[config.mk]
export PLATFORM = sky130hd
export DESIGN_NAME = compute_cluster
export DESIGN_NICKNAME = d
export VERILOG_FILES = /design/src/cluster_pkg.sv /design/src/compute_cluster.sv /design/src/done_arbiter.sv /design/src/tblock_dispatch.sv
export VERILOG_INCLUDE_DIRS = /design/src
export SDC_FILE = /design/constraint.sdc
export NUM_CORES = 1
export LEC_CHECK = 0
export ABC_AREA = 1
export ABC_CLOCK_PERIOD_IN_PS = 2150
export BUFFER_PORTS_ARGS = -buffer_cell sky130_fd_sc_hd__buf_2
export CORE_ASPECT_RATIO = 1.4
export CORE_UTILIZATION = 40
export DETAILED_ROUTE_END_ITERATION = 8
export PLACE_DENSITY = 0.86
export SLEW_MARGIN = 0
export SYNTH_ARGS = -nofsm -noshare
export SYNTH_HDL_FRONTEND = slang
export SYNTH_SLANG_ARGS = --single-unit
[constraint.sdc]
create_clock -name clk_i -period 2.15 [get_ports clk_i]
set_input_delay 0.215 -clock clk_i [delete_from_list [all_inputs] [get_ports clk_i]]
set_output_delay 0.215 -clock clk_i [all_outputs]
set_load 0.05 [all_outputs]
[src/cluster_macros.svh]
// Cluster width macros
// Compute unit count and field widths shared by the cluster RTL

`ifndef CLUSTER_MACROS_SVH
`define CLUSTER_MACROS_SVH

// Number of compute units in the cluster
`define CLUSTER_NUM_CU 4

// Program counter width
`define CLUSTER_PC_W 16

// Data / parameter address width
`define CLUSTER_ADDR_W 32

// Thread block index inside a thread group
`define CLUSTER_TBLOCK_IDX_W 8

// Thread group identifier
`define CLUSTER_TGROUP_ID_W 8

`endif

[src/cluster_pkg.sv]
// Cluster package
// Types for thread block dispatch and completion reporting

`include "cluster_macros.svh"

package cluster_pkg;

    // Index into the compute units, at least one bit wide
    localparam int unsigned cu_idx_w = (`CLUSTER_NUM_CU > 1) ? $clog2(`CLUSTER_NUM_CU) : 1;

    // One bit per compute unit
    typedef logic [`CLUSTER_NUM_CU-1:0] cu_mask_t;
    typedef logic [cu_idx_w-1:0]        cu_idx_t;

    // Descriptor fields
    typedef logic [`CLUSTER_PC_W-1:0]         pc_t;
    typedef logic [`CLUSTER_ADDR_W-1:0]       addr_t;
    typedef logic [`CLUSTER_TBLOCK_IDX_W-1:0] tblock_idx_t;
    typedef logic [`CLUSTER_TGROUP_ID_W-1:0]  tgroup_id_t;

    // Everything a compute unit needs to start a thread block
    typedef struct packed {
        pc_t         pc;
        addr_t       dp_addr;
        tblock_idx_t tblock_idx;
        tgroup_id_t  tgroup_id;
    } tblock_desc_t;

endpackage

[src/compute_cluster.sv]
// Compute cluster coordination layer
// Thread block dispatch to the compute units and completion report merging

`include "cluster_macros.svh"

module compute_cluster
    import cluster_pkg::*;
(
    input  logic                             clk_i,
    input  logic                             arst_n_i,

    // New thread block from the scheduler
    input  logic                             allocate_i,
    input  tblock_desc_t                     alloc_desc_i,
    output logic                             warp_free_o,

    // Dispatch to the compute units
    input  cu_mask_t                         cu_warp_free_i,
    output cu_mask_t                         cu_allocate_o,
    output tblock_desc_t                     cu_desc_o,

    // Completion reports from the compute units
    input  cu_mask_t                         cu_done_i,
    input  tgroup_id_t [`CLUSTER_NUM_CU-1:0] cu_done_id_i,
    output cu_mask_t                         cu_done_ready_o,

    // Merged completion stream
    output logic                             tblock_done_o,
    output tgroup_id_t                       tblock_done_id_o,
    input  logic                             tblock_done_ready_i
);

    // ############################
    // Thread block distribution
    // ############################

    tblock_dispatch u_tblock_dispatch (
        .clk_i          ( clk_i          ),
        .arst_n_i       ( arst_n_i       ),
        .allocate_i     ( allocate_i     ),
        .alloc_desc_i   ( alloc_desc_i   ),
        .cu_warp_free_i ( cu_warp_free_i ),
        .warp_free_o    ( warp_free_o    ),
        .cu_allocate_o  ( cu_allocate_o  ),
        .cu_desc_o      ( cu_desc_o      )
    );

    // ############################
    // Thread block completion
    // ############################

    done_arbiter u_done_arbiter (
        .clk_i               ( clk_i               ),
        .arst_n_i            ( arst_n_i            ),
        .cu_done_i           ( cu_done_i           ),
        .cu_done_id_i        ( cu_done_id_i        ),
        .cu_done_ready_o     ( cu_done_ready_o     ),
        .tblock_done_o       ( tblock_done_o       ),
        .tblock_done_id_o    ( tblock_done_id_o    ),
        .tblock_done_ready_i ( tblock_done_ready_i )
    );

endmodule

[src/done_arbiter.sv]
// Completion arbiter
// Merges the per-unit done reports round robin into one registered output slot

`include "cluster_macros.svh"

module done_arbiter
    import cluster_pkg::*;
(
    input  logic                               clk_i,
    input  logic                               arst_n_i,

    // Per-unit done streams
    input  cu_mask_t                           cu_done_i,
    input  tgroup_id_t [`CLUSTER_NUM_CU-1:0]   cu_done_id_i,
    output cu_mask_t                           cu_done_ready_o,

    // Merged done stream
    output logic                               tblock_done_o,
    output tgroup_id_t                         tblock_done_id_o,
    input  logic                               tblock_done_ready_i
);

    // Output slot state
    typedef enum logic {
        EMPTY,
        FULL
    } slot_state_e;

    slot_state_e state_q, state_d;
    cu_idx_t     ptr_q;
    tgroup_id_t  slot_id_q;

    logic        drain;
    logic        load_en;
    logic        grant_valid;
    cu_idx_t     grant_idx;
    logic        capture;

    // ############################
    // Slot control FSM
    // ############################

    // Slot empties when downstream takes it
    assign drain   = (state_q == FULL) && tblock_done_ready_i;
    // A new grant may load into an empty or draining slot
    assign load_en = (state_q == EMPTY) || drain;
    assign capture = load_en && grant_valid;

    always_comb begin
        state_d = state_q;
        case (state_q)
            EMPTY: begin
                if (capture) begin
                    state_d = FULL;
                end
            end
            FULL: begin
                // Back to back transfers keep the slot full
                if (drain && !capture) begin
                    state_d = EMPTY;
                end
            end
            default: state_d = EMPTY;
        endcase
    end

    // ############################
    // Round robin search
    // ############################

    // First valid unit at or after the pointer, wrapping around
    always_comb begin
        int unsigned cand;
        grant_valid = 1'b0;
        grant_idx   = '0;
        for (int unsigned off = 0; off < `CLUSTER_NUM_CU; off++) begin
            cand = int'(ptr_q) + off;
            if (cand >= `CLUSTER_NUM_CU) begin
                cand = cand - `CLUSTER_NUM_CU;
            end
            if (cu_done_i[cand] && !grant_valid) begin
                grant_valid = 1'b1;
                grant_idx   = cu_idx_t'(cand);
            end
        end
    end

    // Only the granted unit sees ready, and only when the slot takes it
    always_comb begin
        cu_done_ready_o = '0;
        if (capture) begin
            cu_done_ready_o[grant_idx] = 1'b1;
        end
    end

    // State and pointer
    always_ff @(posedge clk_i or negedge arst_n_i) begin
        if (!arst_n_i) begin
            state_q <= EMPTY;
            ptr_q   <= '0;
        end else begin
            state_q <= state_d;
            if (capture) begin
                // Next search starts one past the winner
                ptr_q <= (grant_idx == cu_idx_t'(`CLUSTER_NUM_CU - 1)) ? '0 : grant_idx + 1'b1;
            end
        end
    end

    // Slot payload, held while back-pressured
    always_ff @(posedge clk_i) begin
        if (capture) begin
            slot_id_q <= cu_done_id_i[grant_idx];
        end
    end

    assign tblock_done_o    = (state_q == FULL);
    assign tblock_done_id_o = slot_id_q;

endmodule

[src/tblock_dispatch.sv]
// Thread block dispatcher
// Sends a new block to the lowest numbered compute unit with a free warp

`include "cluster_macros.svh"

module tblock_dispatch
    import cluster_pkg::*;
(
    input  logic         clk_i,
    input  logic         arst_n_i,

    // Upstream allocation request
    input  logic         allocate_i,
    input  tblock_desc_t alloc_desc_i,
    output logic         warp_free_o,

    // Compute unit side
    input  cu_mask_t     cu_warp_free_i,
    output cu_mask_t     cu_allocate_o,
    output tblock_desc_t cu_desc_o
);

    // ############################
    // Free unit search
    // ############################

    cu_mask_t     first_free;
    cu_mask_t     allocate_q;
    tblock_desc_t desc_q;

    // Any unit with a free warp can take the block
    assign warp_free_o = |cu_warp_free_i;

    // Priority search, lowest index wins
    always_comb begin
        logic found;
        found      = 1'b0;
        first_free = '0;
        for (int unsigned cu = 0; cu < `CLUSTER_NUM_CU; cu++) begin
            if (cu_warp_free_i[cu] && !found) begin
                first_free[cu] = 1'b1;
                found          = 1'b1;
            end
        end
    end

    // ############################
    // Broadcast register stage
    // ############################

    // One cycle strobe, zero when nothing is free
    always_ff @(posedge clk_i or negedge arst_n_i) begin
        if (!arst_n_i) begin
            allocate_q <= '0;
        end else begin
            allocate_q <= allocate_i ? first_free : '0;
        end
    end

    // Descriptor only follows an accepted allocation
    always_ff @(posedge clk_i) begin
        if (allocate_i && warp_free_o) begin
            desc_q <= alloc_desc_i;
        end
    end

    assign cu_allocate_o = allocate_q;
    assign cu_desc_o     = desc_q;

endmodule
==> results of run 1 <==
flip-flops by register name, summed over array words and instances (netlist names):
| name | cells |
|---|---|
| u_done_arbiter.tblock_done_o | 1 |
| u_done_arbiter.ptr_q | 2 |
| u_tblock_dispatch.cu_desc_o | 64 |
| u_done_arbiter.tblock_done_id_o | 8 |
| u_tblock_dispatch.cu_allocate_o | 4 |
routing by layer:
layer	GRT usage, %	vias to the layer above	part of all wire (%)
li1	-	1298	-
met1	21.7	1257	35
met2	35.1	169	53
met3	6.95	24	8.2
met4	10.2	0	3.1
met5	0	-	0
power by group through the flow:
stage	Clock [mW]	Combinational, mW	Sequential [mW]
after global placement	0	3.10	2.11
after CTS	1.15	3.70	2.10
after floorplan	0	1.77	2.83
final	1.12	4.08	2.10
after detailed placement	0	3.20	2.13
after global routing	1.21	4.36	2.12
cell families after synthesis:
logic type / count (synthesis)
DFF: 79
AOI/OAI and AO/OA: 6
and+or+nand+nor: 121
adders and majority gates: 1
buffers and inverters: 56
worst register-to-register path, cell delays in order, from the launching register on:
cell and delay, ns:
dfrtp_2 0.48, clkinvlp_4 0.19, nand2_2 0.10, nand2_1 0.06
nand2_1 0.08, nand2_2 0.06, nor2_4 0.14, nand3_4 0.11
buf_6 0.14, o21ai_4 0.08, inv_2 0.08, buf_4 0.19
o21ai_0 0.23
cells in the mapped netlist (all sizes together):
cell and number:
nor4 1, nand2 65, nor2 11, nor3 1
inv 50, buf 6, ha 1, dfrtp 7
a31oi 1, edfxtp 72, a21oi 1, o21ai 4
nand3 43
layout by cell type (no fill, tap or decap), types with 2 or more instances in the layout:
cell | synthesis | layout
clkbuf_8 | 0 | 9
o21ai_0 | 3 | 2
dfrtp_1 | 7 | 6
inv_4 | 0 | 2
nor2_4 | 1 | 3
buf_2 | 1 | 185
edfxtp_1 | 72 | 72
clkinvlp_4 | 0 | 2
nand3_2 | 0 | 5
buf_12 | 0 | 2
nor2_2 | 0 | 2
nand2_1 | 61 | 51
inv_2 | 3 | 6
nand2_2 | 4 | 13
clkbuf_1 | 0 | 2
inv_1 | 47 | 42
nor2_1 | 10 | 6
nand3_1 | 41 | 35
buf_6 | 1 | 7
nand3_4 | 2 | 3
buf_4 | 3 | 14
bufinv_16 | 0 | 2
repair_timing:
action | 4_1_cts | 5_1_grt
hold buffers | 1 | 0
endpoints found under the setup margin | 4 | 11
pin swaps | 6 | 11
gates cloned | 1 | 0
setup buffers | 10 | 4
resized for setup | 33 | 17
hold endpoints to repair | 7 | 0
path summary, 6_finish.rpt:
| check | endpoint | slack (ns) | depth (start not counted) |
|---|---|---|---|
| worst max-delay path | cu_done_ready_o[2] | -0.20 | 13 |
| worst min-delay path | u_tblock_dispatch.cu_desc_o[3]$_DFFE_PP_ | 0.05 | 1 |
| worst max register to register | u_done_arbiter.ptr_q[0]$_DFFE_PN0P_ | 0.10 | 12 |
| worst min register to register | u_done_arbiter.tblock_done_o$_DFF_PN0_ | 0.70 | 2 |
| max in group asynchronous | u_done_arbiter.ptr_q[0]$_DFFE_PN0P_ | 1.73 | 2 |
| min in group asynchronous | u_tblock_dispatch.cu_allocate_o[0]$_DFF_PN0_ | 0.25 | 2 |
area by class of cell:
type | count | area [µm²]
multi-input combinational | 128 | 732
timing repair buffer | 210 | 1170
tap | 100 | 125
clock buffer | 11 | 131
timing repair inverter | 1 | 7.51
sequential | 79 | 2340
clock inverter | 4 | 71.3
inverter | 50 | 193
fill | 582 | 2980
through the flow:
step	setup TNS (ns)	cell area (µm²)	setup slack (ns)	total power, mW
finish	-0.732	4770	-0.205	7.31
global route	-1.22	4770	-0.325	7.69
CTS	-0.550	4680	-0.169	6.96
detailed placement	-0.0524	4290	-0.0524	5.33
global placement	0	4290	0.0609	5.21
floorplan	-0.179	3200	-0.0872	4.59
==> run metrics, run 1 <==
GRT Total Usage=between 20% and 30%; Finished Layout Cells=slightly below 600; CTS Buf Count=9; htree depth=3; drt first pass iters=4; # setup viols final=4; switching power=roughly 3.3 mW; failing checks=negative setup slack; Yosys warning total=0; Synth area leader=edfxtp_1; status=finished with violations; Worst Skew=0.00558 ns; Peak VDD IR=between 1500 and 2000 µV; static leakage=2.35 nW; hold_ws=0.0465 ns; synthesized area per cell=between 10 and 15 µm²; RSZ-0062 raised after global routing=yes; Synthesized Nets=about 370; switching part of the total=44.5%; Slew @ Worst Pin=~0.32 ns; maxcap violations=0; largest family of logic cells by synthesized area=simple AND/OR/NAND/NOR gates; largest net degree at the start of global routing=65; Adder-Cell Fraction of Synth Area=0.393%; cell count after synthesis=263; clock power share=roughly 15%; crit path max fanout=7; WL/cell=14.4 µm; Slowest-stage cell, CP=dfrtp_2; global route total overflow=0; post-synth cell types=21; clk slew on worst S/H paths=0.07 ns; WL final=8380 µm; RR Startpoint=u_done_arbiter.ptr_q[0]$_DFFE_PN0P_; CP Buf/Inv Count=4; WP data arrival=about 2.1 ns; DRC viols=0; crit-path leading delay family=simple AND/OR/NAND/NOR gates; Area Overhead vs Synth=49.8%; critical path type=reg -> out; worst-path cell chain=clkinvlp_4, nand2_2, nand2_1, nand2_1, nand2_2, nor2_4, nand3_4, buf_6, o21ai_4, inv_2, nand2_4, nor2_4, buf_6; FMAX=425 MHz; core area=7750 µm²; layout cell share with drive strength beyond 1=~54%; Logic pwr share=a little under three fifths; nets=~600; ANT nets after route=0; Area contributors post-synth=edfxtp_1, nand2_1, nand3_1, inv_1, dfrtp_1; Yosys top cell area share=between 60% and 70%; DRT iter0 DRCs=about 140; Final GP Congestion=approximately 0.83; Placed Cells=~550; I/O pin count=190; Vias/cell=4.71; pwr dens=about 1500 nW/µm²; DP HPWL=a little over 6000 µm; Final WS setup=-0.205 ns; Hold WC Path Type=in -> reg; die area=approximately 8300 µm²; CP peak stage delay=about 0.48 ns; row cnt=38; Mapped Area=~3200 µm²; clock sinks=79; DIE HEIGHT=~110 µm; Simple-Gate Fraction of Synth Area=between 10% and 20%; relative slew slack=between 70% and 80%; vias in the first global route=between 2,000 and 3,000; worst min-delay path startpoint=alloc_desc_i[3]; Final Util=61.6%; XOR/XNOR share of the synthesized area=0%; clk_lat worst skew=approximately 0.34 ns; maximum root-to-sink buffer count=2; initial antenna violation count=0; Worst Setup SP=u_done_arbiter.ptr_q[0]$_DFFE_PN0P_; number of port buffers=189; sequential area share after synthesis=approximately three quarters; die outline width=77.4 µm; first-pass GRT wire length=12,400 µm; Internal=a little over 4 mW; Final Max Slew Viols=0; compound-cell area share of the yosys netlist=between 1 and 1.5%; Worst setup SP type=flop; ant diodes=0; mux share of post-synthesis cell area=0%; clk root buf=clkbuf_8; Final Hold Viols=0; Starting Density=41.1%; via count=around 2,700; Data required, critical path=about 1.9 ns; minimum clock period=2.35 ns; CTS tree=built; sequential share of power=around 29%; crit share post-route=110%; synthesized flop and latch total=79; CP Capture Type=output pin
(Power assumes the default switching activity.)
==> run 2: changes to the inputs <==
--- a/config.mk
+++ b/config.mk
@@ -11,7 +11,7 @@
 export BUFFER_PORTS_ARGS = -buffer_cell sky130_fd_sc_hd__buf_2
 export CORE_ASPECT_RATIO = 1.4
-export CORE_UTILIZATION = 40
+export CORE_UTILIZATION = 30
 export DETAILED_ROUTE_END_ITERATION = 8
-export PLACE_DENSITY = 0.86
+export PLACE_DENSITY = 0.7
 export SLEW_MARGIN = 0
 export SYNTH_ARGS = -nofsm -noshare
==> constraint.sdc (replaced) <==
create_clock -name clk_i -period 2.15 [get_ports clk_i]
set_input_delay 0.3225 -clock clk_i [delete_from_list [all_inputs] [get_ports clk_i]]
set_output_delay 0.3225 -clock clk_i [all_outputs]
set_load 0.05 [all_outputs]
==> run 2 against run 1 <==
Effect of this change: the flow still finishes with violations (negative setup slack); combinational power decreased by 8.6%; worst setup slack got worse by 0.051 ns; first-iteration DRC count down 45%; clock skew decreased by 0.0042 ns; cell count grew 5.5%; global-route usage down 5.9 points; critical path depth decreased by 1; final area rose by 1.3%; critical path type unchanged; critical endpoint unchanged.
==> run metrics, run 2 (synthesis results as in run 1) <==
Slew @ Worst Pin=about 0.42 ns; Peak VDD IR=between 1500 and 2000 µV; Hold Path Sink=u_tblock_dispatch.cu_desc_o[52]$_DFFE_PP_; CP Capture Type=output pin; failing checks=negative setup slack; die outline width=between 80 and 90 µm; clk root buf=clkbuf_16; initial antenna violation count=0; Data required, critical path=1.83 ns; critical path type=reg -> out; maxcap violations=0; # setup viols final=4; Worst Skew=about 0.0014 ns; pwr dens=around 1500 nW/µm²; minimum clock period=2.41 ns; CTS tree=built; status=finished with violations; relative slew slack=between 70 and 80%; RSZ-0062 raised after global routing=yes; largest net degree at the start of global routing=40; clk slew on worst S/H paths=approximately 0.060 ns; htree depth=3; crit share post-route=112%; Finished Layout Cells=slightly above 600; DRT iter0 DRCs=77; clock sinks=79; first-pass GRT wire length=approximately 12,000 µm; maximum root-to-sink buffer count=2; static leakage=around 2.4 nW; Worst Hold Path Cells=1; nets=~580; Final Max Slew Viols=0; WL final=around 8400 µm; Reg2Reg Depth=13; via count=about 2,700; layout cell share with drive strength beyond 1=between 50 and 60%; global route total overflow=0; GRT Total Usage=14.4%; DIE HEIGHT=between 100 and 150 µm; reg-to-reg critical path endpoint=u_done_arbiter.tblock_done_id_o[4]$_DFFE_PP_; WL/cell=approximately 14 µm; most common cell after layout, fill and taps aside=buf_2; CTS Buf Count=9; Worst setup SP type=flop; Worst R2R Setup Slack=0.08 ns; drt first pass iters=5; Final GP Congestion=roughly 0.77; commonest non-fill, non-tap cells in the layout=buf_2, edfxtp_1, nand2_1, inv_1, nand3_1; Area Overhead vs Synth=51.7%; RR Startpoint=u_done_arbiter.ptr_q[0]$_DFFE_PN0P_; core area=slightly above 10,000 µm²; ant diodes=0; vias in the first global route=between 2,000 and 2,500; DP HPWL=between 6000 and 7000 µm; Final Hold Viols=0; worst min-delay path startpoint=alloc_desc_i[52]; setup TNS=-0.991 ns; Starting Density=between 30% and 40%; I/O pin count=190; Final WS setup=-0.256 ns; die area=11,000 µm²; Hold WC Path Type=in -> reg; number of port buffers=roughly 190; clk_lat worst skew=between 0.3 and 0.4 ns; DRC viols=0; max FFs per register=64; FMAX=slightly above 400 MHz; crit path max fanout=6; ANT nets after route=0; Vias/cell=4.42; hold_ws=0.170 ns; WP data arrival=~2.1 ns; row cnt=44; Placed Cells=594
-- run 2: cell type report --
class,count,area (µm²)
timing repair buffer,204,1120
timing repair inverter,1,6.26
inverter,50,193
tap,138,173
multi-input combinational,128,694
fill,982,5520
sequential,79,2340
clock inverter,6,85.1
clock buffer,9,225
-- run 2: worst max-delay path by stage --
stage / depth (start not counted) / startpoint / end / slack, ns
after floorplan: 11 / u_done_arbiter.ptr_q[0]$_DFFE_PN0P_ / cu_done_ready_o[0] / -0.19
after global placement: 13 / u_done_arbiter.ptr_q[0]$_DFFE_PN0P_ / cu_done_ready_o[3] / 0.008
after detailed placement: 13 / u_done_arbiter.ptr_q[0]$_DFFE_PN0P_ / cu_done_ready_o[3] / -0.07
after CTS: 13 / u_done_arbiter.ptr_q[0]$_DFFE_PN0P_ / cu_done_ready_o[3] / -0.26
after global routing: 12 / u_done_arbiter.ptr_q[0]$_DFFE_PN0P_ / cu_done_ready_o[2] / -0.36
final: 12 / u_done_arbiter.ptr_q[0]$_DFFE_PN0P_ / cu_done_ready_o[2] / -0.26
-- run 2: timing repair --
item                                   CTS  global route
cloned                                   0             1
gates resized for setup                 15            28
setup endpoints to repair                4            12
hold buffers                             1             0
pin swaps                                1            10
endpoints found under the hold margin    7             0
setup buffers                            3             1
-- run 2: per-stage QoR --
stage / utilization (%) / power [mW] / setup WS, ns / instance area, µm²
6_report: 46.7 / 7.41 / -0.256 / 4830
3_5_place_dp: 42.1 / 5.36 / -0.0743 / 4360
2_1_floorplan: - / 4.61 / -0.195 / 3200
5_1_grt: 46.7 / 7.83 / -0.365 / 4830
4_1_cts: 45.8 / 7.16 / -0.261 / 4740
3_3_place_gp: 42.1 / 5.29 / 0.00788 / 4360
-- run 2: where the power goes --
| group | total (mW) | internal (mW) | switching, mW |
|---|---|---|---|
| combinational | 3.73 | 1.19 | 2.54 |
| clock | 1.56 | 1.01 | 0.551 |
| sequential | 2.12 | 2.02 | 0.102 |
-- run 2: worst max-delay path, stage by stage (launching register included) --
cell and delay (ns):
dfrtp_2 0.49, buf_6 0.15, nand2_1 0.08, nand2_2 0.08, nand2_2 0.08, nand2_2 0.06
nor2_4 0.13, nand3_1 0.10, nand3_2 0.12, buf_6 0.13, inv_2 0.04, nor2_2 0.11
buf_6 0.16
-- run 2: metal layers --
metal / track usage, % / part of all wire, % / vias to the layer above
met5: 0 / 0 / -
met4: 4.56 / 1.7 / 0
met3: 5.70 / 11 / 16
met2: 26.3 / 51 / 157
met1: 14.7 / 36 / 1253
li1: - / - / 1290
